`config.mk`:
```
export PLATFORM = sky130hd
export DESIGN_NAME = scan_timing_flat
export DESIGN_NICKNAME = d
export VERILOG_FILES = /design/src/hdl/video_pkg.sv /design/src/hdl/scan_if.sv /design/src/hdl/scan_timing.sv /design/src/flat_wrapper.sv
export VERILOG_INCLUDE_DIRS = /design/src /design/src/hdl
export SDC_FILE = /design/constraint.sdc
export NUM_CORES = 1
export LEC_CHECK = 0
export ABC_CLOCK_PERIOD_IN_PS = 2360
export BUFFER_PORTS_ARGS = -buffer_cell sky130_fd_sc_hd__buf_2
export CAP_MARGIN = 20
export CELL_PAD_IN_SITES_DETAIL_PLACEMENT = 2
export CELL_PAD_IN_SITES_GLOBAL_PLACEMENT = 2
export CORE_ASPECT_RATIO = 0.75
export CORE_UTILIZATION = 30
export DETAILED_ROUTE_END_ITERATION = 7
export PLACE_DENSITY = 0.8
export SLEW_MARGIN = 10
export SYNTH_ARGS = -nofsm -noshare
export SYNTH_HDL_FRONTEND = slang
export SYNTH_SLANG_ARGS = --single-unit
```
`constraint.sdc`:
```
create_clock -name M10k_pll -period 2.36 [get_ports M10k_pll]
set_clock_uncertainty 0.2 [all_clocks]
set_input_delay 0.354 -clock M10k_pll [delete_from_list [all_inputs] [get_ports M10k_pll]]
set_output_delay 0.354 -clock M10k_pll [all_outputs]
set_load 0.005 [all_outputs]
```
`src/hdl/video_defs.svh`:
```
`ifndef VIDEO_DEFS_SVH
`define VIDEO_DEFS_SVH

//////////////////////////////
// Horizontal timing
//////////////////////////////

// Phase lengths in pixel clocks
`define H_ACTIVE 640
`define H_FRONT 16
`define H_PULSE 96
`define H_BACK 48

//////////////////////////////
// Vertical timing
//////////////////////////////

// Phase lengths in lines
`define V_ACTIVE 480
`define V_FRONT 10
`define V_PULSE 2
`define V_BACK 33

//////////////////////////////
// Frame store geometry
//////////////////////////////

// One word per visible pixel
`define FB_DEPTH (`H_ACTIVE * `V_ACTIVE)
// Coordinate and linear address widths
`define COORD_W 10
`define FB_ADDR_W 19

`endif

```
`src/hdl/video_pkg.sv`:
```
`default_nettype none

`include "video_defs.svh"

package video_pkg;

	// Screen coordinate, x or y
	typedef logic [`COORD_W-1:0] coord_t;

	// Linear frame store address, y * width + x
	typedef logic [`FB_ADDR_W-1:0] fb_addr_t;

	// 12-bit pixel color, red in the top nibble
	typedef struct packed {
		logic [3:0] r;
		logic [3:0] g;
		logic [3:0] b;
	} color_t;

	// Scan phase, shared by horizontal and vertical machines
	// Order matters, the machines step by incrementing
	typedef enum logic [1:0] {
		ACTIVE = 2'd0,
		FRONT  = 2'd1,
		PULSE  = 2'd2,
		BACK   = 2'd3
	} phase_t;

endpackage

`default_nettype wire

```
`src/hdl/scan_if.sv`:
```
`timescale 1ns/1ns
`default_nettype none

// Scan position and sync levels, scan generator to frame store
interface scan_if;

	// Position, zero outside the visible area
	video_pkg::coord_t x;
	video_pkg::coord_t y;
	// Visible-area qualifiers per axis
	logic h_active;
	logic v_active;
	// Syncs, low during the pulse phase
	logic hsync_n;
	logic vsync_n;

	// Driven by the scan generator
	modport source (output x, output y, output h_active, output v_active,
		output hsync_n, output vsync_n);

	// Read by the frame store
	modport sink (input x, input y, input h_active, input v_active,
		input hsync_n, input vsync_n);

endinterface

`default_nettype wire

```
`src/hdl/scan_timing.sv`:
```
`timescale 1ns/1ns
`default_nettype none

`include "video_defs.svh"

module scan_timing (
	input logic M10k_pll,
	input logic reset,
	scan_if.source scan
);

	// Horizontal machine
	video_pkg::phase_t h_phase;
	video_pkg::coord_t h_count;
	video_pkg::coord_t h_len;
	logic h_last;
	logic h_active;

	// Vertical machine
	video_pkg::phase_t v_phase;
	video_pkg::coord_t v_count;
	video_pkg::coord_t v_len;
	logic v_last;
	logic v_active;

	// Last clock of the back porch, next clock starts a new line
	logic line_wrap;

	// Length of a phase, picked from the four given lengths
	function automatic video_pkg::coord_t phase_len(input video_pkg::phase_t phase,
		input int len_active, input int len_front, input int len_pulse,
		input int len_back);
		video_pkg::coord_t len;
		case (phase)
			video_pkg::ACTIVE: len = video_pkg::coord_t'(len_active);
			video_pkg::FRONT:  len = video_pkg::coord_t'(len_front);
			video_pkg::PULSE:  len = video_pkg::coord_t'(len_pulse);
			default:           len = video_pkg::coord_t'(len_back);
		endcase
		return len;
	endfunction

	assign h_len = phase_len(h_phase, `H_ACTIVE, `H_FRONT, `H_PULSE, `H_BACK);
	assign v_len = phase_len(v_phase, `V_ACTIVE, `V_FRONT, `V_PULSE, `V_BACK);

	assign h_last = (h_count == h_len - 1'b1);
	assign v_last = (v_count == v_len - 1'b1);
	assign line_wrap = h_last && (h_phase == video_pkg::BACK);

	//////////////////////////////
	// Phase machines
	//////////////////////////////

	always_ff @(posedge M10k_pll) begin
		if (reset) begin
			// Park at the top left visible pixel
			h_count <= '0;
			h_phase <= video_pkg::ACTIVE;
			v_count <= '0;
			v_phase <= video_pkg::ACTIVE;
		end else begin
			// Pixel step
			if (h_last) begin
				h_count <= '0;
				// BACK rolls over to ACTIVE in two bits
				h_phase <= video_pkg::phase_t'(h_phase + 2'd1);
			end else begin
				h_count <= h_count + 1'b1;
			end
			// Line step, only on the horizontal wrap
			if (line_wrap) begin
				if (v_last) begin
					v_count <= '0;
					v_phase <= video_pkg::phase_t'(v_phase + 2'd1);
				end else begin
					v_count <= v_count + 1'b1;
				end
			end
		end
	end

	//////////////////////////////
	// Scan outputs
	//////////////////////////////

	assign h_active = (h_phase == video_pkg::ACTIVE);
	assign v_active = (v_phase == video_pkg::ACTIVE);

	// Coordinates held at zero in the porches and pulses
	assign scan.x = h_active ? h_count : '0;
	assign scan.y = v_active ? v_count : '0;
	assign scan.h_active = h_active;
	assign scan.v_active = v_active;
	assign scan.hsync_n = (h_phase != video_pkg::PULSE);
	assign scan.vsync_n = (v_phase != video_pkg::PULSE);

	// Counter stays inside the phase it is timing
	h_count_in_phase: assert property (@(posedge M10k_pll) disable iff (reset)
		h_count < h_len);

	// Vertical phase moves only when a line ends
	v_phase_on_wrap: assert property (@(posedge M10k_pll) disable iff (reset)
		!$stable(v_phase) |-> $past(line_wrap));

endmodule

`default_nettype wire

```
`src/flat_wrapper.sv`:
```
// flat-port wrapper written by rule: the top's interface ports become plain ports
module scan_timing_flat 
  (M10k_pll, reset, scan_x, scan_y, scan_h_active, scan_v_active, scan_hsync_n, scan_vsync_n);
  scan_if scan_i ();
  input logic M10k_pll;
  input logic reset;
  output wire logic [$bits(scan_i.x)-1:0] scan_x;
  output wire logic [$bits(scan_i.y)-1:0] scan_y;
  output wire logic [$bits(scan_i.h_active)-1:0] scan_h_active;
  output wire logic [$bits(scan_i.v_active)-1:0] scan_v_active;
  output wire logic [$bits(scan_i.hsync_n)-1:0] scan_hsync_n;
  output wire logic [$bits(scan_i.vsync_n)-1:0] scan_vsync_n;
  assign scan_x = scan_i.x;
  assign scan_y = scan_i.y;
  assign scan_h_active = scan_i.h_active;
  assign scan_v_active = scan_i.v_active;
  assign scan_hsync_n = scan_i.hsync_n;
  assign scan_vsync_n = scan_i.vsync_n;
  scan_timing u_core (.M10k_pll(M10k_pll), .reset(reset), .scan(scan_i));
endmodule
```
Word-level counts from Yosys, hierarchy flattened
Index checks and enable logic that the tools add are counted.
- register bits: 24
- input bits: 2
- output and inout port bits: 24
- word-level logic and storage cells: 29
- add/sub/neg operators: 6
- reductions and logical operators: 5
- equal/unequal tests: 9
- mux-type cells: 5
- operators by type and width (kind ; count):
    10-bit 2-to-1 mux ; 3
    10-bit one-hot mux with 3 select lines ; 1
    9-bit one-hot mux with 3 select lines ; 1
    10-bit by 1-bit adder with 10-bit output, second input constant ; 2
    10-bit == test ; 2
    10-bit by 1-bit subtractor with 10-bit output, second input constant ; 1
    9-bit by 1-bit subtractor with 10-bit output, second input constant ; 1
    2-bit == test, second input constant ; 3
    2-bit by 1-bit adder with 2-bit output, second input constant ; 2
    2-bit by 1-bit == test with 1-bit output, second input constant ; 2
    2-bit logical NOT ; 2
    2-bit inequality test, second input constant ; 2
    2-bit AND reduction ; 1
    2-bit OR reduction ; 1
    1-bit logical AND ; 1

Longest topological paths before layout
- depth in word-level cells: 6
- depth in mapped cells: 8
- gate-level depth less buffers: 8

Least setup slack after synthesis
Ideal clock, no wire load.
- path kind: reg2reg
- start point: register u_core.v_phase[0]
- end point: register u_core.v_count[6]
- slack: -0.185 ns
- setup time: 0.125 ns
- path buffers: 0
- period minus slack after synthesis: 2.545 ns
- data required time: 2.035 ns
- arrival: 2.220 ns
- cell stages (with the launch flop): 9
- cells stage by stage: dfxtp_1 > inv_1 > ha_1 > ha_1 > or4_1 > nor3_2 > a21oi_2 > nand2_1 > o31ai_1
- cells in the longest elaborated chain, start to end: 5
- elaborated cells between the ends (all ways): 7
- those cells by class: 1 x add/sub; 3 x eq/ne; 2 x mux; 1 x reduce/logical
- ends and longest elaborated chain (item ; line ; text):
    start, declared ; scan_timing.sv:20 ; video_pkg::phase_t v_phase;
    start signal, assigned ; scan_timing.sv:60 ; v_phase <= video_pkg::ACTIVE;
    start signal, assigned ; scan_timing.sv:74 ; v_phase <= video_pkg::phase_t'(v_phase + 2'd1);
    2-bit logical NOT ; - ;
    via scan_v_active ; flat_wrapper.sv:10 ; output wire logic [$bits(scan_i.v_active)-1:0] scan_v_active;
    9-bit one-hot mux with 3 select lines ; scan_timing.sv:34 ; case (phase)
    9-bit by 1-bit subtractor with 10-bit output ; scan_timing.sv:47 ; assign v_last = (v_count == v_len - 1'b1);
    10-bit == test ; scan_timing.sv:47 ;
    10-bit 2-to-1 mux ; scan_timing.sv:72 ; if (v_last) begin
    end signal, assigned ; scan_timing.sv:76 ; v_count <= v_count + 1'b1;
    end, declared ; scan_timing.sv:21 ; video_pkg::coord_t v_count;
The timed path passes the listed nets, and every way through them passes these cells.
A chain may end at the register's enable or synchronous reset.

Final worst setup path
- start point: register u_core.v_phase[0]
- end point: register u_core.v_count[0]
- cells in the longest elaborated chain, start to end: 5
- elaborated cells between the ends (all ways): 7
- those cells by class: 1 x add/sub; 3 x eq/ne; 2 x mux; 1 x reduce/logical
- ends and longest elaborated chain (item ; line):
    2-bit == test (tied with other cells) ; scan_timing.sv:34
    9-bit one-hot mux with 3 select lines * ; scan_timing.sv:34
    9-bit by 1-bit subtractor with 10-bit output * ; scan_timing.sv:47
    10-bit == test * ; scan_timing.sv:47
    10-bit 2-to-1 mux * ; scan_timing.sv:72
Mark *: on every way between the ends. The rest lies on a longest branch, timed or not.

==> impl_metrics.ini <==
[grt]
global_route_wire_length_before_repair_mm = 10.11
grt_max_degree = 15
grt_use_met2_pct = 42.24
grt_overflow = 0
grt_util_met3_pct = 4.780
busiest_layer = met2
via_count_of_the_first_global_routing_pass = 1773
antenna_found_initial = 0
gr-usage-all-layers_pct = 25.08
met1_usage_pct = 31.35

[clock_tree]
root_buffer = clkbuf_8
tritoncts_num_sinks = 24
clock_insertion_delay_worst_skew_ns = 0.28
cts_max_path_buffers = 2
level_count_of_the_clock_h_tree = 1
cts.clk_slew.worst_paths_ns = 0.09
numCtsBuffers = 3
tritoncts_clock_tree = built

[power]
vdd_drop_max_v = 0.0002579
cellLeakagePower_nw = 0.9080
power_density_mw_per_mm2 = 375.4
total_power_w = 0.0008324

[worst_setup_path]
worst_setup_path_start_kind = flip-flop
path_common_cell = ha_4
worstPathRequired_ns = 2.32
r2r_setup_slack_ns = 0.003
arrival_ns = 2.32
cp_num_buf_inv = 2
critPathSlowestCell = or4_4
worstPathMaxFanout = 4
crit-reg2reg-launch = u_core.v_phase[0]
cp-end-kind = flip-flop
max_stage_delay_ns = 0.54
critPathCapture = u_core.v_count[0]
reg2reg_to = u_core.v_count[0]
critical_path_class = flip-flop to flip-flop
r2r.worst_path.cells = 9
cp_num_cells = 9
path_cells = inv_2 > ha_4 > ha_4 > or4_4 > nor3_4 > buf_6 > and2_4 > or3_2 > a21oi_1
cpLargestDelayFamily = simple AND/OR/NAND/NOR gates
setup.worst_path.start = u_core.v_phase[0]

[final_layout]
fin_nets = 255
multiInputGateArea_mm2 = 0.001191
drive_above_1_share_pct = 40.85
post_route_utilization_pct = 45.00
area.growth.synth_to_final_pct = 43.02
fillers = 530
register_area_um2 = 484.2
antenna-diode-count = 0

[sta]
max_slew.worst_pin.slew_ns = 0.4512
relSlewSlack_pct = 69.79
finalCriticalPeriod_ns = 2.357
final_number_of_max_transition_violations = 0
timing.final.hold_violations = 0
finalWorstSetupSlack_ns = 0.002995
unrepaired_setup_endpoints_after_global_routing = yes
whs_ns = 0.2402
fin_tns_setup_ns = 0
post-route-period-util_pct = 99.87
finalSetupViolations = 0
f_max_mhz = 424.3

[logic_synthesis]
post_synthesis_cell_count = 178
ys.warnings.count = 0
synth-edff-count = 0
synthMuxAreaShare_pct = 0.6457
synthDominantCellAreaShare_pct = 30.99
synth_simple_gate_area_share_pct = 29.46
combinational_family_with_the_most_area_after_synthesis = simple AND/OR/NAND/NOR gates
synthesis.nets = 197
synth.largest_area_cell = dfxtp_1
synth.area.top_cells = dfxtp_1 (31%), ha_1 (14%), and2_1 (7.7%), xnor2_1 (4.5%), nand3_1 (3.9%)
synth_area_mm2 = 0.001550
count_leader_synth = dfxtp_1
synthAdderAreaFrac_pct = 13.72
synth.cells.most_frequent = dfxtp_1 (24), and2_1 (19), ha_1 (17), inv_1 (14), nor2_1 (13)
post_synth_xor_area_fraction_pct = 8.878
yosys_register_bits = 24
synth-compound-area-share_pct = 12.43
yosysUniqueCellTypes = 39
synth_top_flop_cell = dfxtp_1
synth_seq_area_share_pct = 30.99
async_flop_share_pct = 0
syn-mean-instance-area_um2 = 8.709

[placement]
place.gp.congestion = 0.7578
dp_hpwl_mm = 3.800
number_of_port_buffers = 25
setup_slack_after_placement_ns = -0.06707

[die]
design.die.area_mm2 = 0.005462
dieHeight_um = 64.26
effective_utilization_at_floorplan_pct = 31.46
die_width_um = 85.01
io_pins = 26
design.core.area_mm2 = 0.004927
row_count = 22

[routing]
avgRoutedWirePerCell_um = 21.66
antenna_violating_nets_post_route = 0
postRouteWirelength_mm = 6.391
routed_via_density = 5.349
detailroute.via_count = 1578
pre_antenna_drt_iters = 4
drt-initial-drc-count = 60
drc = 0

[run_status]
outcome = finished clean

[run]
max-cap-violations = 0

[min_path]
holdCritPathClass = primary input to flip-flop
[worst min-delay path by stage]
stage / cells after the start / startpoint / end / slack, ns
CTS: 2 / reset / u_core.h_phase[1] / 0.24
detailed placement: 1 / u_core.v_count[9] / u_core.v_count[9] / 0.31
floorplan: 1 / u_core.h_count[0] / u_core.h_count[0] / 0.23
finish: 2 / reset / u_core.h_phase[1] / 0.24
global placement: 1 / u_core.v_count[9] / u_core.v_count[9] / 0.30
global route: 2 / reset / u_core.h_count[2] / 0.24
[cell families (layout without fill, tap and decap cells)]
| group | Yosys count | in the layout |
|---|---|---|
| multiplexers | 1 | 1 |
| XOR/XNOR | 14 | 14 |
| AND/OR/NAND/NOR | 78 | 78 |
| buffers and inverters | 15 | 71 |
| adder cells (fa/ha/maj) | 17 | 17 |
| AO/OA/AOI/OAI | 29 | 30 |
| flip-flops | 24 | 24 |
[flip-flops by register name (all words and copies together) (netlist names)]
register	flops
u_core.h_count	10
u_core.v_count	10
u_core.h_phase	2
u_core.v_phase	2
[final cells by class]
cell class | count | area share [%]
multi-input combinational | 140 | 53.72
tap | 60 | 3.386
sequential | 24 | 21.84
clock buffer | 3 | 1.862
timing repair buffer | 53 | 15.46
inverter | 14 | 2.370
clock inverter | 1 | 1.354
[per-stage QoR]
step / cells / cell area, um2
floorplan: 178 / 1579
global placement: 280 / 1907
detailed placement: 280 / 1907
CTS: 293 / 2127
global route: 295 / 2217
finish: 295 / 2217
[where the power goes]
part / total, W / leakage [nW] / switching [W] / internal, W
clock network: 0.000379 / 0.0357 / 0.000151 / 0.000227
logic: 0.0000400 / 0.677 / 0.0000245 / 0.0000155
registers: 0.000414 / 0.195 / 0.00000465 / 0.000409
[worst reg2reg max path, delay by kind of cell (launching register included)]
family | cells | cell delay (ns)
flip-flops | 1 | 0.34
AO/OA/AOI/OAI | 1 | 0.06
AND/OR/NAND/NOR | 4 | 1.02
buffers and inverters | 2 | 0.22
adder cells (fa/ha/maj) | 2 | 0.40
[metal layers]
| metal | share of wire (%) | routed length (um) |
|---|---|---|
| met3 | 3.2 | 206 |
| met5 | 0 | 0 |
| met1 | 46 | 2925 |
| met2 | 48 | 3042 |
| met4 | 3.4 | 216 |
[placed cells by master, fill, tap and decap left out, drive strengths merged]
master and count:
xor3 1, or4 4, and2 20, o31ai 3, a22oi 2, xor2 5, mux2i 1, a41oi 1
dfxtp 24, or3 2, nand3 12, nand3b 1, a21oi 13, or3b 1, a21boi 1, buf 53
bufinv 1, a221oi 1, nand2 12, o21ai 4, inv 14, xnor2 8, nor3b 1, and4 3
nand4 3, o311ai 1, and3 3, clkbuf 3, ha 17, o211ai 1, o22ai 3, nor3 3
nor2 13
[what timing repair did]
action,4_1_cts,5_1_grt
pin swaps,8,11
setup buffers,8,2
gates resized for setup,21,14
setup endpoints to repair,12,18
hold buffers,0,0
cloned,1,0
(Power assumes the default switching activity.)
