[src/hdl/video_defs.svh]
`ifndef VIDEO_DEFS_SVH
`define VIDEO_DEFS_SVH

//////////////////////////////
// Horizontal timing
//////////////////////////////

// Phase lengths in pixel clocks
`define H_ACTIVE 640
`define H_FRONT 16
`define H_PULSE 96
`define H_BACK 48

//////////////////////////////
// Vertical timing
//////////////////////////////

// Phase lengths in lines
`define V_ACTIVE 480
`define V_FRONT 10
`define V_PULSE 2
`define V_BACK 33

//////////////////////////////
// Frame store geometry
//////////////////////////////

// One word per visible pixel
`define FB_DEPTH (`H_ACTIVE * `V_ACTIVE)
// Coordinate and linear address widths
`define COORD_W 10
`define FB_ADDR_W 19

`endif

[src/hdl/video_pkg.sv]
`default_nettype none

`include "video_defs.svh"

package video_pkg;

	// Screen coordinate, x or y
	typedef logic [`COORD_W-1:0] coord_t;

	// Linear frame store address, y * width + x
	typedef logic [`FB_ADDR_W-1:0] fb_addr_t;

	// 12-bit pixel color, red in the top nibble
	typedef struct packed {
		logic [3:0] r;
		logic [3:0] g;
		logic [3:0] b;
	} color_t;

	// Scan phase, shared by horizontal and vertical machines
	// Order matters, the machines step by incrementing
	typedef enum logic [1:0] {
		ACTIVE = 2'd0,
		FRONT  = 2'd1,
		PULSE  = 2'd2,
		BACK   = 2'd3
	} phase_t;

endpackage

`default_nettype wire

[src/hdl/pixel_if.sv]
`timescale 1ns/1ns
`default_nettype none

// Fetched color plus levels delayed to match it
interface pixel_if;

	// Color read from the frame store
	video_pkg::color_t color;
	// Both axes inside the visible area
	logic active;
	// Syncs, same delay as color
	logic hsync_n;
	logic vsync_n;

	// Driven by the frame store read stage
	modport source (output color, output active, output hsync_n,
		output vsync_n);

	// Read by the output register stage
	modport sink (input color, input active, input hsync_n,
		input vsync_n);

endinterface

`default_nettype wire

[src/hdl/video_out.sv]
`timescale 1ns/1ns
`default_nettype none

module video_out (
	input logic M10k_pll,
	input logic reset,
	pixel_if.sink pixel,
	output logic [7:0] vga_r,
	output logic [7:0] vga_g,
	output logic [7:0] vga_b,
	output logic vga_hs,
	output logic vga_vs,
	output logic vga_blank_n
);

	// 4-bit channel to 8 bits, zeros in the low nibble
	function automatic logic [7:0] widen(input logic [3:0] chan);
		return {chan, 4'h0};
	endfunction

	//////////////////////////////
	// Pin registers
	//////////////////////////////

	always_ff @(posedge M10k_pll) begin
		if (reset) begin
			// Black, blanked, syncs inactive
			vga_r <= '0;
			vga_g <= '0;
			vga_b <= '0;
			vga_hs <= 1'b1;
			vga_vs <= 1'b1;
			vga_blank_n <= 1'b0;
		end else begin
			vga_hs <= pixel.hsync_n;
			vga_vs <= pixel.vsync_n;
			// Blank tracks the visible area
			vga_blank_n <= pixel.active;
			if (pixel.active) begin
				vga_r <= widen(pixel.color.r);
				vga_g <= widen(pixel.color.g);
				vga_b <= widen(pixel.color.b);
			end else begin
				vga_r <= '0;
				vga_g <= '0;
				vga_b <= '0;
			end
		end
	end

	// Nothing but black while blanked
	rgb_black_when_blank: assert property (@(posedge M10k_pll) disable iff (reset)
		!vga_blank_n |-> ({vga_r, vga_g, vga_b} == '0));

endmodule

`default_nettype wire

[src/flat_wrapper.sv]
// flat-port wrapper written by rule: the top's interface ports become plain ports
module video_out_flat 
  (M10k_pll, reset, vga_r, vga_g, vga_b, vga_hs, vga_vs, vga_blank_n, pixel_color, pixel_active, pixel_hsync_n, pixel_vsync_n);
  pixel_if pixel_i ();
  input logic M10k_pll;
  input logic reset;
  output logic [7:0] vga_r;
  output logic [7:0] vga_g;
  output logic [7:0] vga_b;
  output logic vga_hs;
  output logic vga_vs;
  output logic vga_blank_n;
  input wire logic [$bits(pixel_i.color)-1:0] pixel_color;
  input wire logic [$bits(pixel_i.active)-1:0] pixel_active;
  input wire logic [$bits(pixel_i.hsync_n)-1:0] pixel_hsync_n;
  input wire logic [$bits(pixel_i.vsync_n)-1:0] pixel_vsync_n;
  assign pixel_i.color = pixel_color;
  assign pixel_i.active = pixel_active;
  assign pixel_i.hsync_n = pixel_hsync_n;
  assign pixel_i.vsync_n = pixel_vsync_n;
  video_out u_core (.M10k_pll(M10k_pll), .reset(reset), .pixel(pixel_i), .vga_r(vga_r), .vga_g(vga_g), .vga_b(vga_b), .vga_hs(vga_hs), .vga_vs(vga_vs), .vga_blank_n(vga_blank_n));
endmodule
[config.mk]
export PLATFORM = sky130hd
export DESIGN_NAME = video_out_flat
export DESIGN_NICKNAME = d
export VERILOG_FILES = /design/src/hdl/video_pkg.sv /design/src/hdl/pixel_if.sv /design/src/hdl/video_out.sv /design/src/flat_wrapper.sv
export VERILOG_INCLUDE_DIRS = /design/src /design/src/hdl
export SDC_FILE = /design/constraint.sdc
export NUM_CORES = 1
export LEC_CHECK = 0
export BUFFER_PORTS_ARGS = -buffer_cell sky130_fd_sc_hd__buf_4
export CORE_MARGIN = 1.5
export CORE_UTILIZATION = 36
export DETAILED_ROUTE_END_ITERATION = 8
export HOLD_SLACK_MARGIN = 0.12
export PLACE_DENSITY = 0.74
export SYNTH_ARGS = -nofsm -noshare
export SYNTH_HDL_FRONTEND = slang
export SYNTH_SLANG_ARGS = --single-unit
[constraint.sdc]
create_clock -name M10k_pll -period 0.8 [get_ports M10k_pll]
set_input_delay 0.04 -clock M10k_pll [delete_from_list [all_inputs] [get_ports M10k_pll]]
set_output_delay 0.04 -clock M10k_pll [all_outputs]
set_load 0.1 [all_outputs]
======== Word level (Yosys, flattened, before mapping) ========
Cells that the tools add are included.
word-level totals
  register bits after elaboration ......... 27
  bits of input ports ..................... 17
  output and inout port bits .............. 27
  word-level logic and storage cells ...... 11
operators by class
  bitwise operators ....................... 1
  reduce and logical (&&, ||, !) cells .... 1
operator list
  cell                number
  2-bit OR reduction  1
  1-bit inverter      1

======== Depth between registers and ports, before layout ========
Gate-level depths: netlist of run 1.
  depth in word-level cells ............... 2
  depth in mapped cells ................... 2

======== Worst setup path before layout of run 1 ========
OpenSTA, ideal clock, no wires.
  kind .................................... flip-flop to output port
  start ................................... register u_core.vga_b[4]
  end ..................................... output port vga_b[4]
  arrival time ............................ 0.909 ns
  required time ........................... 0.760 ns
  slack ................................... -0.149 ns
  cell stages (with the launch flop) ...... 1
  buffers on the path ..................... 0
  path through ............................ dfxtp_1
RTL lines
  item                    RTL line           RTL
  from (decl)             video_out.sv:10    output logic [7:0] vga_b,
  from (signal assigned)  video_out.sv:42    vga_b <= widen(pixel.color.b);
  to (decl)               flat_wrapper.sv:9  output logic [7:0] vga_b;
No word-level cell between the ends.

======== Worst setup path in the final report of run 1 ========
  start ................................... input port reset
  end ..................................... register u_core.vga_hs
RTL lines
  item                  RTL line           RTL
  from (decl)           flat_wrapper.sv:6  input logic reset;
  to (signal assigned)  video_out.sv:35    vga_hs <= pixel.hsync_n;
  to (decl)             video_out.sv:11    output logic vga_hs,
No word-level cell between the ends.

==> metrics, run 1 <==
ANT nets after route=0; Hold Path Class=input pin to flop; DRT Pass-1 Iters=4; setup violators final=17; Synth Area in Compound Gates=0; CP top delay family=buffers and inverters; Synthesis Warnings=0; Initial Utilization=0.396; initial antenna violation count=0; Setup Buffers After CTS=0; synthesis-stage register bit count=15; final worst slack=-0.0651 ns; Mapped Cells=45; I/O Buffers=31; Final nets=111; I/O pins=44; DR vias=454; Leak=0.546 nW; Slew Limit Fails=0; largest net degree at the start of global routing=14; top cells by area, synth=dfxtp_1 (56%), and3b_1 (20%), buf_4 (17%); die extent in x=41.5 µm; design area=1110 µm²; XOR/XNOR Fraction of Synth Area=0; layout cells sized above 1=0.527; gr ovfl total=0; cells along the critical path=buf_4 -> dlygate4sd3_1 -> or2_1; vias per cell=4.20; Worst Setup Path Type=input pin to flop; gpl congestion=0.607; Core ar.=1350 µm²; diode count=0; wire per inst=12.6 µm; Worst Setup End Kind=flop; H-tree levels=1; Detailed Route Iter0 Violations=5; Netlist cell types=8; Hold WS=0.115 ns; critical path's slowest cell=dlygate4sd3_1; drc violations=0; number of hold violations in the final report=0; post-place instance area=739 µm²; post-synthesis simple-gate area fraction=0.232; final WL=1360 µm; total global-route track usage=0.180; CTS clk-pin slew, worst paths=0.08 ns; f_max=1160 MHz; vias in the first global route=416; post-synthesis mux area share=0; data required time of the worst path=0.96 ns; CP max FO=13; CTS Sinks=15; Setup crit start kind=input pin; Tcrit/Tclk final=1.08; synthesized area=534 µm²; CTS tree=yes; P&R area growth vs syn=108%; FP Rows=13; Root Buffer=clkbuf_4; first-pass GRT wire length=2170 µm; Tmin final=0.865 ns; CP max stage delay=0.60 ns; violated checks=setup timing; maximum VDD drop=1.17 mV; die area=1720 µm²; max cap viols=0; CP Data Arrival Time=1.03 ns; sequential-to-total area share from yosys stat=0.562; status=complete, but fails checks; Synth Area in Adders=0; CTS buffer count=3; Die Y-Extent=41.5 µm; RSZ-0062 raised after global routing=true; Bufs and invs on worst path=2; pwr dens=1800 nW/µm²; Max clock buf depth=2; Mean Syn Cell Area=11.9 µm²; largest family of logic cells by synthesized area=simple AND/OR/NAND/NOR gates; Yosys top cell area share=0.562; Yosys top cell by area=dfxtp_1
[placed cells by master (no fill, tap or decap)]
master / instances
dlygate4sd3_1: 16
buf_4: 16
buf_12: 15
dfxtp_2: 15
and3b_1: 12
conb_1: 12
clkbuf_4: 3
or2_1: 2
nor2b_1: 1
clkbuf_1: 1
[area by class of cell]
type	instances	area (µm²)
Timing Repair Buffer	47	581
Sequential cell	15	319
Clock buffer	4	26.3
Tap cell	15	18.8
Multi-Input combinational cell	27	169
Fill cell	64	236
[registers in the layout (all words and copies together), names as in the netlist]
register / cells
u_core.vga_b: 4
u_core.vga_g: 4
u_core.vga_blank_n: 1
u_core.vga_hs: 1
u_core.vga_vs: 1
u_core.vga_r: 4
[Yosys cell counts]
library cell and instances:
dfxtp_1 15, or2_1 2, and3b_1 12, nor2b_1 1, buf_6 1, buf_4 12
clkbuf_2 1, conb_1 1
[report_power, final]
group	total (W)	switching, W	internal, W	leakage, nW
Sequential	0.000813	0.0000276	0.000785	0.128
Clock	0.000412	0.000218	0.000193	0.0150
Combinational	0.000778	0.000537	0.000241	0.403
[timing repair]
item,CTS,global route
endpoints found under the hold margin,15,3
gates resized for setup,45,0
hold buffers,16,1
cloned,0,0
setup endpoints to repair,15,17
[metrics by stage]
step,TNS (ns),util,std cells,setup slack (ns),power (W)
finish,-0.676,0.825,108,-0.0651,0.00200
CTS,-0.668,0.825,108,-0.0476,0.00201
global placement,0,0.548,88,0.186,0.00143
detailed placement,0,0.548,88,0.182,0.00144
floorplan,0,-,56,0.134,0.00138
global route,-1.16,0.825,108,-0.0925,0.00208
[metal layers]
metal  wire length [µm]  vias to the layer above  GRT usage
li1                   -                      217          -
met1                662                      197      0.234
met2                556                       36      0.259
met3                106                        4     0.0652
met4                 34                        0     0.0968
met5                  0                        -          0
[worst paths after layout]
check  startpoint         endpoint  slack [ns]  depth (start not counted)
min         reset  u_core.vga_b[5]        0.11                          2
max         reset    u_core.vga_hs       -0.07                          3
[cell families after synthesis]
kind of cell / after synthesis
and+or+nand+nor: 15
buffers and inverters: 14
other: 1
DFF: 15
Power figures use the tool's default switching activity.
==> inputs of run 2 (changes only) <==
CELL_PAD_IN_SITES_DETAIL_PLACEMENT = 1   (was not set)
CELL_PAD_IN_SITES_GLOBAL_PLACEMENT = 1   (was not set)
CORE_UTILIZATION = 27   (was 36)
CTS_BUF_LIST = sky130_fd_sc_hd__clkbuf_8   (was not set)
PLACE_DENSITY = 0.78   (was 0.74)
==> run 2 against run 1 <==
The run still ends with setup timing left. Sequential power about the same. Hold slack worse by 0.026 ns. Cell count rose by 8.3%. Final area up 1.9%. First-iteration DRC count shrank 80%. Maximum frequency increased by 6.9%. Sequential cell count unchanged. Critical endpoint is now vga_blank_n. Count of clock-buffer cells in the layout down 1. Non-clock buffer count down 1. Die area rose by 31%.
==> metrics, run 2 (same netlist as run 1, synthesis figures left out) <==
status=complete, but fails checks; violated checks=setup timing; pwr dens=1920 nW/µm²; total global-route track usage=0.164; pre-CTS setup slack=0.183 ns; DRT Pass-1 Iters=2; CTS clk-pin slew, worst paths=0.06 ns; WHS Path Cells=2; CP max FO=1; Max clock buf depth=2; cells along the critical path=buf_12; commonest non-fill, non-tap cells in the layout=buf_4 (16), dlygate4sd3_1 (15), buf_12 (15), dfxtp_2 (15); Setup crit start kind=flop; die extent in x=47.5 µm; CP top delay family=flip-flops; Layout Cells excl Fill=117; Worst Setup Path Type=flop to output port; Tcrit/Tclk final=1.01; Leak=0.556 nW; setup violators final=7; CP Data Arrival Time=0.77 ns; max cap viols=0; DR vias=464; maximum VDD drop=1.08 mV; die area=2250 µm²; number of hold violations in the final report=0; CTS buffer count=3; I/O Buffers=31; Layout fillers=174; biggest regs=u_core.vga_b x4, u_core.vga_g x4, u_core.vga_r x4; initial antenna violation count=0; Core ar.=1780 µm²; FP Rows=15; data required time of the worst path=0.76 ns; vias per cell=3.97; wire per inst=13.9 µm; f_max=1240 MHz; Bufs and invs on worst path=1; dpl cells=98; Detailed Route Iter0 Violations=1; gr ovfl total=0; diode count=0; Hold Path Class=input pin to flop; Setup Buffers After CTS=0; CP max stage delay=0.35 ns; cts hold-fix bufs=15; Worst Setup End Kind=output port; ANT nets after route=0; RSZ-0062 raised after global routing=true; setup TNS=-0.0245 ns; Slew Limit Fails=0; footprint of the multi-input gates=169 µm²; Die Y-Extent=47.5 µm; critical path depth=1; vias in the first global route=492; CTS tree=yes; Final nets=110; first-pass GRT wire length=2340 µm; critical path's slowest cell=dfxtp_2; commonest non-fill, non-tap cell in the layout=buf_4; HPWL Detailed=828 µm; final worst slack=-0.00948 ns; CTS Sinks=15; final WL=1620 µm; largest net degree at the start of global routing=16; Initial Utilization=0.300; P&R area growth vs syn=112%; Root Buffer=clkbuf_8; I/O pins=44; drc violations=0; layout cells sized above 1=0.533; Tmin final=0.809 ns; H-tree levels=1; gpl congestion=0.541; Reg area=319 µm²
## run 2: changes by cell type in the layout (fill, tap and decap cells not counted)
cell	before	now
clkbuf_8	0	3
clkbuf_1	1	0
inv_1	0	1
dlygate4sd3_1	16	15
clkbuf_4	3	0
## run 2: power by group
part	total [W]	switching [W]	leakage, nW	internal, W
clock network	0.000590	0.000251	0.0269	0.000339
logic	0.000779	0.000541	0.401	0.000238
registers	0.000815	0.0000276	0.128	0.000787
## run 2: worst paths after layout
check	start	to	slack (ns)
min	reset	u_core.vga_hs	0.09
max	u_core.vga_blank_n	vga_blank_n	-0.009
## run 2: what timing repair did
action	4_1_cts	5_1_grt
cloned	0	0
resized for setup	45	0
hold endpoints to repair	15	2
setup endpoints to repair	15	15
## run 2: cell type report
type	instances	area share
multi-input cells	27	0.149
repair buffers	46	0.503
clock buffers	3	0.0364
flip-flops and latches	15	0.281
clock inverters	1	0.00331
well taps	25	0.0276
## run 2: through the flow
step	util	area, µm²	power, W	hold WS [ns]
after CTS	0.636	1130	0.00217	0.0986
after global placement	0.422	752	0.00144	0.228
after floorplan	-	594	0.00138	0.137
final	0.636	1130	0.00218	0.0885
after detailed placement	0.422	752	0.00144	0.227
after global routing	0.636	1130	0.00227	0.0907
## run 2: metal layers
layer / part of all wire / global-route usage / vias up
met5: 0 / 0 / -
met4: 0 / 0.0667 / 0
met3: 0.10 / 0.0755 / 0
met2: 0.49 / 0.278 / 36
met1: 0.41 / 0.177 / 215
li1: - / - / 213
==> inputs of run 3 (changes only) <==
PLACE_DENSITY = 0.81   (was 0.78)
==> run 3 against run 2 <==
The run still ends with setup timing left. Sequential power about the same. Total power down 0.39%. Maximum frequency hardly changed. Die area unchanged. Final area unchanged. Cell count unchanged. Sequential share of layout area stayed put. Hold slack lost 0.0043 ns. Non-clock buffer count did not move. Largest cell class unchanged. Wire length is 7.2% lower. Combinational power fell by 0.6%.
==> metrics, run 3 (same netlist as run 1, synthesis figures left out) <==
status=complete, but fails checks; violated checks=setup timing; Core ar.=1780 µm²; H-tree levels=1; fin util=0.636; Die Y-Extent=47.5 µm; die area=2250 µm²; Hold WS=0.0843 ns; combinational power share=0.356; DR vias=460; uppermost layer routed=met4; CTS tree=yes; FP Rows=15; Slew Limit Fails=0; Root Buffer=clkbuf_8; critical path's slowest cell=dfxtp_2; HPWL Detailed=869 µm; post-place instance area=752 µm²; biggest regs=u_core.vga_b x4, u_core.vga_g x4, u_core.vga_r x4; P&R area growth vs syn=112%; number of hold violations in the final report=0; total global-route track usage=0.153; Hold Path Class=input pin to flop; RSZ-0062 raised after global routing=true; die extent in x=47.5 µm; CP Data Arrival Time=0.77 ns; final worst slack=-0.00888 ns; DRT Pass-1 Iters=2; Seq pwr share=0.374; Worst Setup Path Type=flop to output port; Net Sw Power=0.000811 W; switching portion of total power=0.373; gpl congestion=0.590; Max clock buf depth=2; commonest non-fill, non-tap cell in the layout=buf_4; largest net degree at the start of global routing=16; Detailed Route Iter0 Violations=1; Int Power=0.00136 W; CP top delay family=flip-flops; clock group share of total power=0.270; cells along the critical path=buf_12; Worst Setup End Kind=output port; Leak=0.556 nW; initial antenna violation count=0; I/O pins=44; I/O Buffers=31; maximum VDD drop=1.41 mV; CP max FO=1; Setup crit start kind=flop; Layout Cells excl Fill=117; Final nets=110; Tmin final=0.809 ns; first-pass GRT wire length=2180 µm; Initial Utilization=0.300; Tcrit/Tclk final=1.01; setup violators final=6; data required time of the worst path=0.76 ns; Power Total=0.00218 W; cts hold-fix bufs=15; final WL=1510 µm; dpl cells=98; Bufs and invs on worst path=1; CTS clk-pin slew, worst paths=0.06 ns; f_max=1240 MHz; vias per cell=3.93; commonest non-fill, non-tap cells in the layout=buf_4 (16), dlygate4sd3_1 (15), buf_12 (15), dfxtp_2 (15); wire per inst=12.9 µm; CP max stage delay=0.35 ns; CTS buffer count=3; layout cells sized above 1=0.533; vias in the first global route=468; max cap viols=0; Detail Route met2 WL=717 µm; gr ovfl total=0; diode count=0; WL met1=622 µm; ANT nets after route=0; WL met3=133 µm; pwr dens=1920 nW/µm²; design area=1130 µm²; CTS Sinks=15; drc violations=0
run 3: cell counts in the layout (fill, tap and decap cells not counted):
Identical to the previous run, type by type.
run 3: power by group through the flow:
stage / logic [W] / clock network, W / registers (W)
after floorplan: 0.000328 / 0 / 0.00105
after global placement: 0.000628 / 0 / 0.000809
after detailed placement: 0.000630 / 0 / 0.000811
after CTS: 0.000770 / 0.000588 / 0.000814
after global routing: 0.000796 / 0.000639 / 0.000817
final: 0.000774 / 0.000587 / 0.000815
run 3: what timing repair did:
item | CTS | global route
setup endpoints to repair | 15 | 15
endpoints found under the hold margin | 15 | 2
buffers inserted | 0 | 0
resized for setup | 45 | 0
run 3: area by class of cell:
class | count | area (µm²)
Fill cell | 181 | 648
Timing Repair Buffer | 46 | 571
Sequential cell | 15 | 319
Multi-Input combinational cell | 27 | 169
Clock buffer | 3 | 41.3
Tap cell | 25 | 31.3
Clock inverter | 1 | 3.75
run 3: worst paths after layout:
check | startpoint | endpoint | cells past startpoint
setup / recovery | u_core.vga_b[5] | vga_b[5] | 1
hold / removal | reset | u_core.vga_hs | 2
run 3: per-layer routing:
metal	vias to the layer above	GRT usage
li1	213	-
met4	0	0.100
met1	206	0.148
met2	36	0.278
met3	5	0.0453
met5	-	0
run 3: per-stage QoR:
stage,worst slack (ns),TNS (ns)
floorplan,0.134,0
detailed placement,0.182,0
finish,-0.00888,-0.0218
global route,-0.0287,-0.293
CTS,-0.00324,-0.00468
global placement,0.191,0
